--- src/verilog/mem_pkg.sv ---
package mem_pkg;

    localparam int LINE_BITS   = 256;
    localparam int BEAT_BITS   = 64;
    localparam int ADDR_BITS   = 32;
    localparam int BEATS       = 4;
    localparam int MEM_LINES   = 64;
    localparam int MEM_LATENCY = 3;

    // derived geometry.
    localparam int OFFSET_BITS   = $clog2(LINE_BITS / 8);   // byte offset inside a line.
    localparam int LINE_IDX_BITS = $clog2(MEM_LINES);
    localparam int BEAT_IDX_BITS = $clog2(BEATS);
    localparam int LAT_BITS      = $clog2(MEM_LATENCY);

    localparam logic [BEAT_IDX_BITS-1:0] LAST_BEAT = BEAT_IDX_BITS'(BEATS - 1);
    // idle cycle of the sram counts as the first latency cycle.
    localparam logic [LAT_BITS-1:0]      LAT_LOAD  = LAT_BITS'(MEM_LATENCY - 2);

    typedef logic [LINE_BITS-1:0] line_t;
    typedef logic [BEAT_BITS-1:0] beat_t;
    typedef logic [ADDR_BITS-1:0] addr_t;

endpackage

--- src/verilog/line_burst_adaptor.sv ---
`timescale 1ns/10ps

module line_burst_adaptor (
    input  logic                              clk,
    input  logic                              rst,

    input  logic                              pmem_read,
    input  logic                              pmem_write,
    input  mem_pkg::addr_t                    pmem_address,
    input  mem_pkg::line_t                    pmem_wdata,
    output mem_pkg::line_t                    pmem_rdata,
    output logic                              pmem_resp,

    output logic                              burst_read,
    output logic                              burst_write,
    output logic [mem_pkg::LINE_IDX_BITS-1:0] burst_address,
    output mem_pkg::beat_t                    burst_wdata,
    input  mem_pkg::beat_t                    burst_rdata,
    input  logic                              burst_resp
);

    typedef enum logic [1:0] {
        IDLE,
        BURST,
        DONE
    } state_t;

    state_t                             state;
    logic                               is_write;
    logic [mem_pkg::BEAT_IDX_BITS-1:0]  beat_cnt;
    logic [mem_pkg::LINE_IDX_BITS-1:0]  line_addr;
    mem_pkg::line_t                     wline;
    mem_pkg::line_t                     rline;

    // control state.
    always_ff @(posedge clk) begin
        if (rst) begin
            state    <= IDLE;
            is_write <= 1'b0;
            beat_cnt <= '0;
        end else begin
            case (state)
                IDLE: begin
                    if (pmem_read || pmem_write) begin
                        state    <= BURST;
                        is_write <= pmem_write;
                        beat_cnt <= '0;
                    end
                end
                BURST: begin
                    if (burst_resp) begin
                        beat_cnt <= beat_cnt + 1'b1;
                        if (beat_cnt == mem_pkg::LAST_BEAT) begin
                            state <= DONE;
                        end
                    end
                end
                DONE: begin
                    state <= IDLE;   // resp lasts one cycle.
                end
                default: state <= IDLE;
            endcase
        end
    end

    // payload registers.
    always_ff @(posedge clk) begin
        if (state == IDLE && (pmem_read || pmem_write)) begin
            line_addr <= pmem_address[mem_pkg::OFFSET_BITS +: mem_pkg::LINE_IDX_BITS];
            wline     <= pmem_wdata;
        end
        if (state == BURST && burst_resp && !is_write) begin
            // lowest beat arrives first and ends up at the bottom.
            rline <= {burst_rdata, rline[mem_pkg::LINE_BITS-1:mem_pkg::BEAT_BITS]};
        end
    end

    assign burst_read    = (state == BURST) && !is_write;
    assign burst_write   = (state == BURST) && is_write;
    assign burst_address = line_addr;
    assign burst_wdata   = wline[beat_cnt * mem_pkg::BEAT_BITS +: mem_pkg::BEAT_BITS];

    assign pmem_rdata = rline;
    assign pmem_resp  = (state == DONE);

endmodule

--- config.mk ---
export PLATFORM = sky130hd
export DESIGN_NAME = line_burst_adaptor
export DESIGN_NICKNAME = d
export VERILOG_FILES = /design/src/verilog/mem_pkg.sv /design/src/verilog/line_burst_adaptor.sv
export SDC_FILE = /design/constraint.sdc
export NUM_CORES = 1
export LEC_CHECK = 0
export ABC_AREA = 1
export ABC_CLOCK_PERIOD_IN_PS = 18500
export BUFFER_PORTS_ARGS = -buffer_cell sky130_fd_sc_hd__buf_2
export CAP_MARGIN = 10
export CORE_AREA = 10 10 261 263
export CTS_CLUSTER_DIAMETER = 150
export DETAILED_ROUTE_END_ITERATION = 12
export DIE_AREA = 0 0 271 273
export PLACE_DENSITY = 0.48
export RECOVER_POWER = 25
export SKIP_CTS_REPAIR_TIMING = 1
export SLEW_MARGIN = 20
export SYNTH_ARGS = -nofsm -noshare
export SYNTH_HDL_FRONTEND = slang
export SYNTH_SLANG_ARGS = --single-unit
export TNS_END_PERCENT = 1
--- constraint.sdc ---
create_clock -name clk -period 18.5 [get_ports clk]
set_clock_uncertainty 0.05 [all_clocks]
set_input_delay 1.85 -clock clk [delete_from_list [all_inputs] [get_ports clk]]
set_output_delay 1.85 -clock clk [all_outputs]
set_load 0.005 [all_outputs]
### Word level (Yosys, flattened, before mapping)

Index checks and enable logic that the tools add are counted.

| cells by class | value |
|---|---|
| add/sub/neg operators | 1 |
| multiply operators | 0 |
| divide/modulo/power cells | 0 |
| order comparisons | 0 |
| eq/ne operators | 6 |
| shifts and indexed selects | 1 |
| mux-type cells | 7 |
| bitwise logic cells | 0 |
| reductions and logical operators | 12 |

Operators by type and width:

| operator | count |
|---|---|
| $shiftx 256x9->64 | 1 |
| $mux 2 | 5 |
| $pmux 2 s2 | 2 |
| $reduce_and 3->1 | 2 |
| $logic_and 1x1->1 | 5 |
| $eq 2x2->1 const B | 2 |
| $ne 2x2->1 const B | 2 |
| $add 2x1->2 const B | 1 |
| $eq 2x1->1 const B | 1 |
| $logic_not 2->1 | 1 |
| $ne 2x1->1 const B | 1 |
| $reduce_and 2->1 | 1 |
| $reduce_bool 2->1 | 1 |
| $logic_not 1->1 | 1 |
| $logic_or 1x1->1 | 1 |

| word-level totals | value |
|---|---|
| bits in registers | 523 |
| latch bits | 0 |
| RAM bits | 0 |
| bits in read-only memories | 0 |
| output and inout bits | 329 |
| word-level logic and storage cells | 33 |
| memories | 0 |

### Depth between registers and ports, before layout

Gate-level depths: netlist (run 1).

| logic depth | value |
|---|---|
| depth after elaboration | 4 |
| depth in mapped cells | 6 |
| depth with buffers taken out | 6 |

### Least setup slack after synthesis (run 1)

OpenSTA, ideal clock, no wires.

| path | value |
|---|---|
| path type | input port to flip-flop |
| start point | input burst_resp |
| end point | register rline[0] (netlist: pmem_rdata[0]), enable pin |
| setup time | 0.879 ns |
| data arrival time | 12.618 ns |
| setup slack | 4.953 ns |
| stages on the path | 2 |
| path buffers | 0 |
| path through | nand3_1 nor2_1 |

| on the way | value |
|---|---|
| cells in the longest elaborated chain, start to end | 2 |

Ends and longest elaborated chain:

| item | RTL line | RTL |
|---|---|---|
| start: declaration | line_burst_adaptor.sv:19 | `input logic burst_resp` |
| $logic_and 1x1->1 (2 in a row) | line_burst_adaptor.sv:72 | `if (state == BURST && burst_resp && !is_write) begin` |
| end signal: assignment | line_burst_adaptor.sv:74 | `rline <= {burst_rdata, rline[mem_pkg::LINE_BITS-1:mem_pkg::BEAT_BITS]};` |
| end: declaration | line_burst_adaptor.sv:33 | `mem_pkg::line_t rline;` |

Every way passes these cells.
A chain may end at the register's enable or synchronous reset.

### Worst setup path in the final report (run 1)

| path | value |
|---|---|
| start point | register beat_cnt[0] (netlist name) |
| end point | output burst_wdata[7] |

| on the way | value |
|---|---|
| cells in the longest elaborated chain, start to end | 1 |

Ends and longest elaborated chain:

| item | RTL line | RTL |
|---|---|---|
| start: declaration | line_burst_adaptor.sv:30 | `logic [mem_pkg::BEAT_IDX_BITS-1:0] beat_cnt;` |
| start signal: assignment | line_burst_adaptor.sv:52 | `beat_cnt <= beat_cnt + 1'b1;` |
| $shiftx 256x9->64 | line_burst_adaptor.sv:81 | `assign burst_wdata = wline[beat_cnt * mem_pkg::BEAT_BITS +: mem_pkg::BEAT_BITS];` |
| end: declaration | line_burst_adaptor.sv:17 | `output mem_pkg::beat_t burst_wdata,` |

Every way passes these cells.

==> summary.txt, run 1 <==
Pwr
  • LEAKAGE: about 9 nW
  • Clock power frac: 0.392
  • VDD IR max: just under 80 uV
  • Design Power: between 2 and 3 mW
  • Sequential power share: 0.545
  • Combinational share of power: 0.063
  • Psw: 0.571 mW
  • Switching Fraction: 0.219
  • Power per Cell Area: ~110 nW/um^2
  • Cell internal pwr: 2.03 mW

Routing
  • Pre-antenna DRT Iters: 5
  • Final ANT Viol Nets: 0
  • DRT iter0 DRCs: 820
  • Residual DRC: 0
  • WL/cell: 22.8 um
  • Routed wire length: approximately 57000 um
  • Routed vias: 10837
  • Vias per inst: between 4 and 5

Synth
  • Dominant cells by area after synthesis: edfxtp_1, nor2_1, o21ai_0
  • Yosys top cell area share: 0.884
  • Synth warn: 0
  • Register area share after synthesis: 0.889
  • Post-synth top flop: edfxtp_1
  • Asr flop ratio synth: 0
  • EDFF count, synth: a little over 500
  • Post-Syn Instances: between 900 and 1000
  • Syn Area/Cell: roughly 19 um^2
  • Syn_nets: ~1300
  • Largest area contributor in the netlist: edfxtp_1
  • Top cells by count, synth: edfxtp_1, nor2_1, o21ai_0
  • Post-synthesis register bit count: between 500 and 600
  • Top-count cell post-synth: edfxtp_1
  • Unique masters post-synth: 19
  • Post-synthesis cell area: about 18000 um^2

Setup path
  • Critical path's top delay family: buffers and inverters
  • Critical Path RT: between 15 and 20 ns
  • CP Buf/Inv Count: 2
  • Critical path type: reg2out
  • WP data arrival: 3.27 ns
  • Crit. End Element: output pin
  • Crit path launch type: register
  • Slowest CP cell: buf_4
  • Worst-path maximum fanout: slightly below 80
  • Max incr delay on CP: between 0.7 and 0.8 ns
  • CP Cell Sequence: buf_4, o21ai_0, o22ai_1, buf_2

Global route
  • Overflow after GRT: 0
  • Vias in the first global route: 11627
  • GRT Overall Usage: 0.146
  • Largest net degree at the start of global routing: between 150 and 200
  • Initial antenna violation count: 8
  • First-pass GRT wire length: approximately 80000 um

CTS
  • CTS sink cnt: roughly 520
  • CTS H-Tree Depth: 2
  • CTS root buf: clkbuf_16
  • CTS clk-pin slew, worst paths: 0.06 ns
  • Clk Latency, worst-skew pair: 0.59 ns
  • CTS tree: yes
  • Num CTS Buffers: between 50 and 60
  • Clock tree buffer depth: 3

Finish
  • Final nets: 1962
  • Fillers: 6066
  • Share of layout cells above drive strength 1: 0.452
  • Post-route design area: ~23000 um^2
  • Area grow syn2layout: 33.2%

Timing
  • # setup viols final: 0
  • Setup TNS: 0 ns
  • Final Max Slew Viols: 0
  • Min Clock Period, post-route: slightly above 5 ns
  • Final period util: 0.279
  • Final Hold Vio Count: 0
  • Fmax: 0.194 GHz
  • Slew @ Worst Pin: 1.13 ns
  • Unrepaired setup endpoints after global routing: false
  • Max_slew headroom: 0.249

Status
  • Outcome: completed

Die
  • Total die area: 74000 um^2
  • Die Ht: 273 um
  • Core area: ~63000 um^2
  • FP Rows: between 90 and 100
  • IO Count: between 600 and 700
  • Initial Util: 0.281
  • Width of the die: ~270 um

Place
  • Port bufs: roughly 660
  • Post-DP HPWL: around 42000 um
  • DP Area: between 20000 and 25000 um^2
  • GPL Wtd Cong: ~0.86

Run
  • Max-cap violation count: 0

Worst hold path
  • Min-delay worst type: reg2reg
-- sequential cells by signal, indices dropped and copies added (netlist names) --
signal	flops
pmem_rdata	256
wline	256
burst_address	6
beat_cnt	2
state	2
is_write	1
-- metrics by stage --
stage	hold slack [ns]	cells	setup slack, ns	utilization
2_1_floorplan	0.402	919	4.95	-
3_3_place_gp	0.372	2393	13.83	0.347
3_5_place_dp	0.376	2393	13.81	0.347
4_1_cts	0.387	2489	13.16	0.373
5_1_grt	0.397	2493	13.08	0.374
6_report	0.389	2497	13.33	0.374
-- layout by cell type (no fill, tap or decap), types with 3 or more instances in the layout --
master     instances
clkinv_1          16
diode_2            8
nor2_1           132
edfxtp_1         518
clkinv_2           7
buf_2            659
buf_4              8
inv_1              7
o21ai_1           45
nand3_1            4
a21oi_1            4
o22ai_1           64
clkbuf_16         56
dfxtp_1            3
nand2_1           10
clkbuf_1          12
o21ai_0           83
-- area by class of cell --
cell class / count / area (um^2) / area share
multi-input cells: 345 / 1640 / 0.0700
diodes: 8 / 20.0 / 0.000854
flip-flops and latches: 523 / 15700 / 0.668
repair buffers: 669 / 3390 / 0.145
clock buffers: 68 / 1450 / 0.0617
well taps: 846 / 1060 / 0.0451
clock inverters: 28 / 188 / 0.00800
inverters: 10 / 47.5 / 0.00203
-- worst reg2reg max path: stages (launching register included) --
cell and delay [ns]:
dfxtp_1 0.31, inv_1 0.12, nand3_1 0.23, nor2_4 0.32
buf_4 0.77, buf_12 0.61
-- metal layers --
layer  up-vias  track usage  routed length [um]
met1      5301        0.155               20500
met5         -            0                  27
li1       4947            -                   -
met4         4       0.0441                1260
met2       507        0.250               28200
met3        78       0.0763                6940
-- final timing paths --
check	to	depth (start not counted)	startpoint	slack, ns
worst max-delay path	burst_wdata[7]	4	beat_cnt[0]$_SDFFE_PP0P_	13.33
worst min-delay path	pmem_rdata[39]$_DFFE_PP_	0	pmem_rdata[103]$_DFFE_PP_	0.39
worst max register to register	pmem_rdata[20]$_DFFE_PP_	5	state[1]$_SDFFE_PP0P_	15.36
worst min register to register	pmem_rdata[39]$_DFFE_PP_	0	pmem_rdata[103]$_DFFE_PP_	0.39
-- power by group through the flow --
stage               sequential [mW]  combinational (mW)  clock [mW]
floorplan                      1.46              0.0609           0
global placement               1.44               0.167           0
detailed placement             1.44               0.170           0
CTS                            1.42               0.170        1.06
global route                   1.42               0.183        1.10
finish                         1.42               0.165        1.02
-- logic make-up (layout without fill, tap and decap cells) --
group,count (synthesis),in the layout,share of synthesized area
other,0,8,0
buffers and inverters,51,775,0.0178
adders and majority gates,1,1,0.000711
AOI/OAI and AO/OA,196,196,0.0603
and+or+nand+nor,148,148,0.0319
DFF,523,523,0.889
(Power assumes the default switching activity.)
==> inputs of run 2 (changes only) <==
- ABC_CLOCK_PERIOD_IN_PS: 18500 -> 4450
- CORE_AREA: 10 10 261 263 -> 10 10 258 260
- DIE_AREA: 0 0 271 273 -> 0 0 268 270
- PLACE_DENSITY: 0.48 -> 0.51
- clock period: 18.5 -> 4.45 ns (I/O delays scaled with it)
==> summary.txt, run 2 (synthesis results as in run 1) <==
Pwr
  • VDD IR max: 347 uV (+340%)
  • Power per Cell Area: 427 nW/um^2 (+280%)
  • LEAKAGE: 10.6 nW (+17%)

Routing
  • Routed wire length: 60300 um (+6.1%)
  • DRT iter0 DRCs: 802 (-2.2%)
  • Vias per inst: 4.42 (+1.8%)
  • Routed vias: 12295 (+13%)
  • Pre-antenna DRT Iters: 4 (-1)
  • WL/cell: 21.7 um (-4.8%)
  • Residual DRC: 0 (unchanged)
  • Final ANT Viol Nets: 0 (unchanged)

CTS
  • Clk Latency, worst-skew pair: 0.60 ns (about the same)
  • CTS tree: yes
  • CTS sink cnt: 523 (unchanged)
  • CTS H-Tree Depth: 2 (unchanged)
  • CTS root buf: clkbuf_16
  • CTS clk-pin slew, worst paths: 0.06 ns (about the same)
  • Num CTS Buffers: 56 (+1.8%)
  • Clock tree buffer depth: 3 (unchanged)

Setup path
  • Max incr delay on CP: 0.79 ns (+0.05 ns)
  • Crit path launch type: register
  • Worst-path maximum fanout: 59 (-25%)
  • WP data arrival: 2.78 ns (-0.49 ns)
  • Crit. End Element: output pin
  • Critical path's top delay family: buffers and inverters
  • Critical path type: reg2out
  • CP Buf/Inv Count: 3 (+1)
  • Critical Path RT: 3.95 ns (-12.65 ns)
  • CP Cell Sequence: inv_4, buf_12, o21ai_0, o22ai_1, buf_2
  • Slowest CP cell: dfxtp_4

Place
  • GPL Wtd Cong: 0.917 (+7.1%)
  • DP Area: 21900 um^2 (+0.59%)
  • Port bufs: 659 (unchanged)
  • Post-DP HPWL: 42500 um (+1.5%)

Timing
  • # setup viols final: 0 (unchanged)
  • Final Max Slew Viols: 0 (unchanged)
  • Max_slew headroom: 0.509 (+0.259)
  • Unrepaired setup endpoints after global routing: false
  • Fmax: just over 0.3 GHz
  • Final period util: 0.736
  • Final Hold Vio Count: 0 (unchanged)
  • Slew @ Worst Pin: 0.737 ns (-0.389 ns)
  • Min Clock Period, post-route: approximately 3.3 ns

Finish
  • Final nets: 2301 (+17%)
  • Share of layout cells above drive strength 1: 0.388 (-0.0639)
  • Area grow syn2layout: 53.7%
  • Commonest non-fill, non-tap cell in the layout: buf_2
  • Most frequent cells in the layout: buf_2, edfxtp_1, dlygate4sd3_1, nor2_1, o21ai_0
  • Post-route design area: 27100 um^2 (+15%)
  • Util after Layout: 0.442 (+0.0679)
  • Fillers: 5431 (-10%)

Die
  • Die Ht: 270 um (-1.1%)
  • Width of the die: 268 um (-1.1%)
  • IO Count: 686 (unchanged)
  • Core area: 61300 um^2 (-2.4%)
  • Total die area: 72400 um^2 (-2.2%)
  • Initial Util: 0.287 (+0.00677)
  • FP Rows: 91 (-1.1%)

Status
  • Outcome: completed

Global route
  • Largest net degree at the start of global routing: 108 (-40%)
  • Overflow after GRT: 0 (unchanged)
  • First-pass GRT wire length: 79200 um (-1.1%)
  • Vias in the first global route: 11427 (-1.7%)
  • Initial antenna violation count: 5 (-3)
  • GRT Overall Usage: 0.150 (+0.00354)

Run
  • Max-cap violation count: 0 (unchanged)

Worst hold path
  • Min-delay worst type: in2reg
[run 2: final cells by class]
cell class              instances  area, um^2  share of cell area
flip-flops and latches        523       15700               0.579
repair buffers               1007        6810               0.252
multi-input cells             345        1660              0.0615
clock buffers                  66        1460              0.0540
well taps                     790         988              0.0365
clock inverters                37         402              0.0148
inverters                      10        61.3             0.00227
diodes                          5        12.5            0.000462
[run 2: through the flow]
stage	power, mW	TNS, ns	hold slack (ns)	setup WS, ns	cells
5_1_grt	12.0	0	0.00450	0.956	2783
3_3_place_gp	6.71	0	0.374	1.68	2348
4_1_cts	11.4	0	-0.0976	0.945	2452
3_5_place_dp	6.73	0	0.378	1.62	2349
6_report	11.5	0	0.0295	1.17	2783
2_1_floorplan	6.27	-240.92	0.402	-0.492	919
[run 2: layer usage]
metal | wire length [um] | GRT usage | vias up | share of wire
met5 | 0 | 0 | - | 0
met4 | 1550 | 0.0526 | 0 | 0.026
met3 | 6650 | 0.0745 | 101 | 0.11
met2 | 30300 | 0.255 | 559 | 0.50
met1 | 21800 | 0.158 | 6014 | 0.36
li1 | - | - | 5621 | -
[run 2: final timing paths]
path                        startpoint                        to  slack, ns  depth (start not counted)
max reg2reg      state[0]$_SDFFE_PP0P_      wline[151]$_DFFE_PP_       2.36                          4
min                                rst  beat_cnt[1]$_SDFFE_PP0P_       0.03                          2
min reg2reg  pmem_rdata[124]$_DFFE_PP_  pmem_rdata[60]$_DFFE_PP_       0.39                          0
max           beat_cnt[0]$_SDFFE_PP0P_           burst_wdata[40]       1.17                          5
[run 2: power by group]
part / switching (mW) / internal (mW) / total, mW / leakage, nW
clock: 1.92 / 2.76 / 4.69 / 0.900
sequential: 0.109 / 5.78 / 5.89 / 4.96
combinational: 0.500 / 0.470 / 0.970 / 4.71
total: 2.53 / 9.01 / 11.5 / 10.6
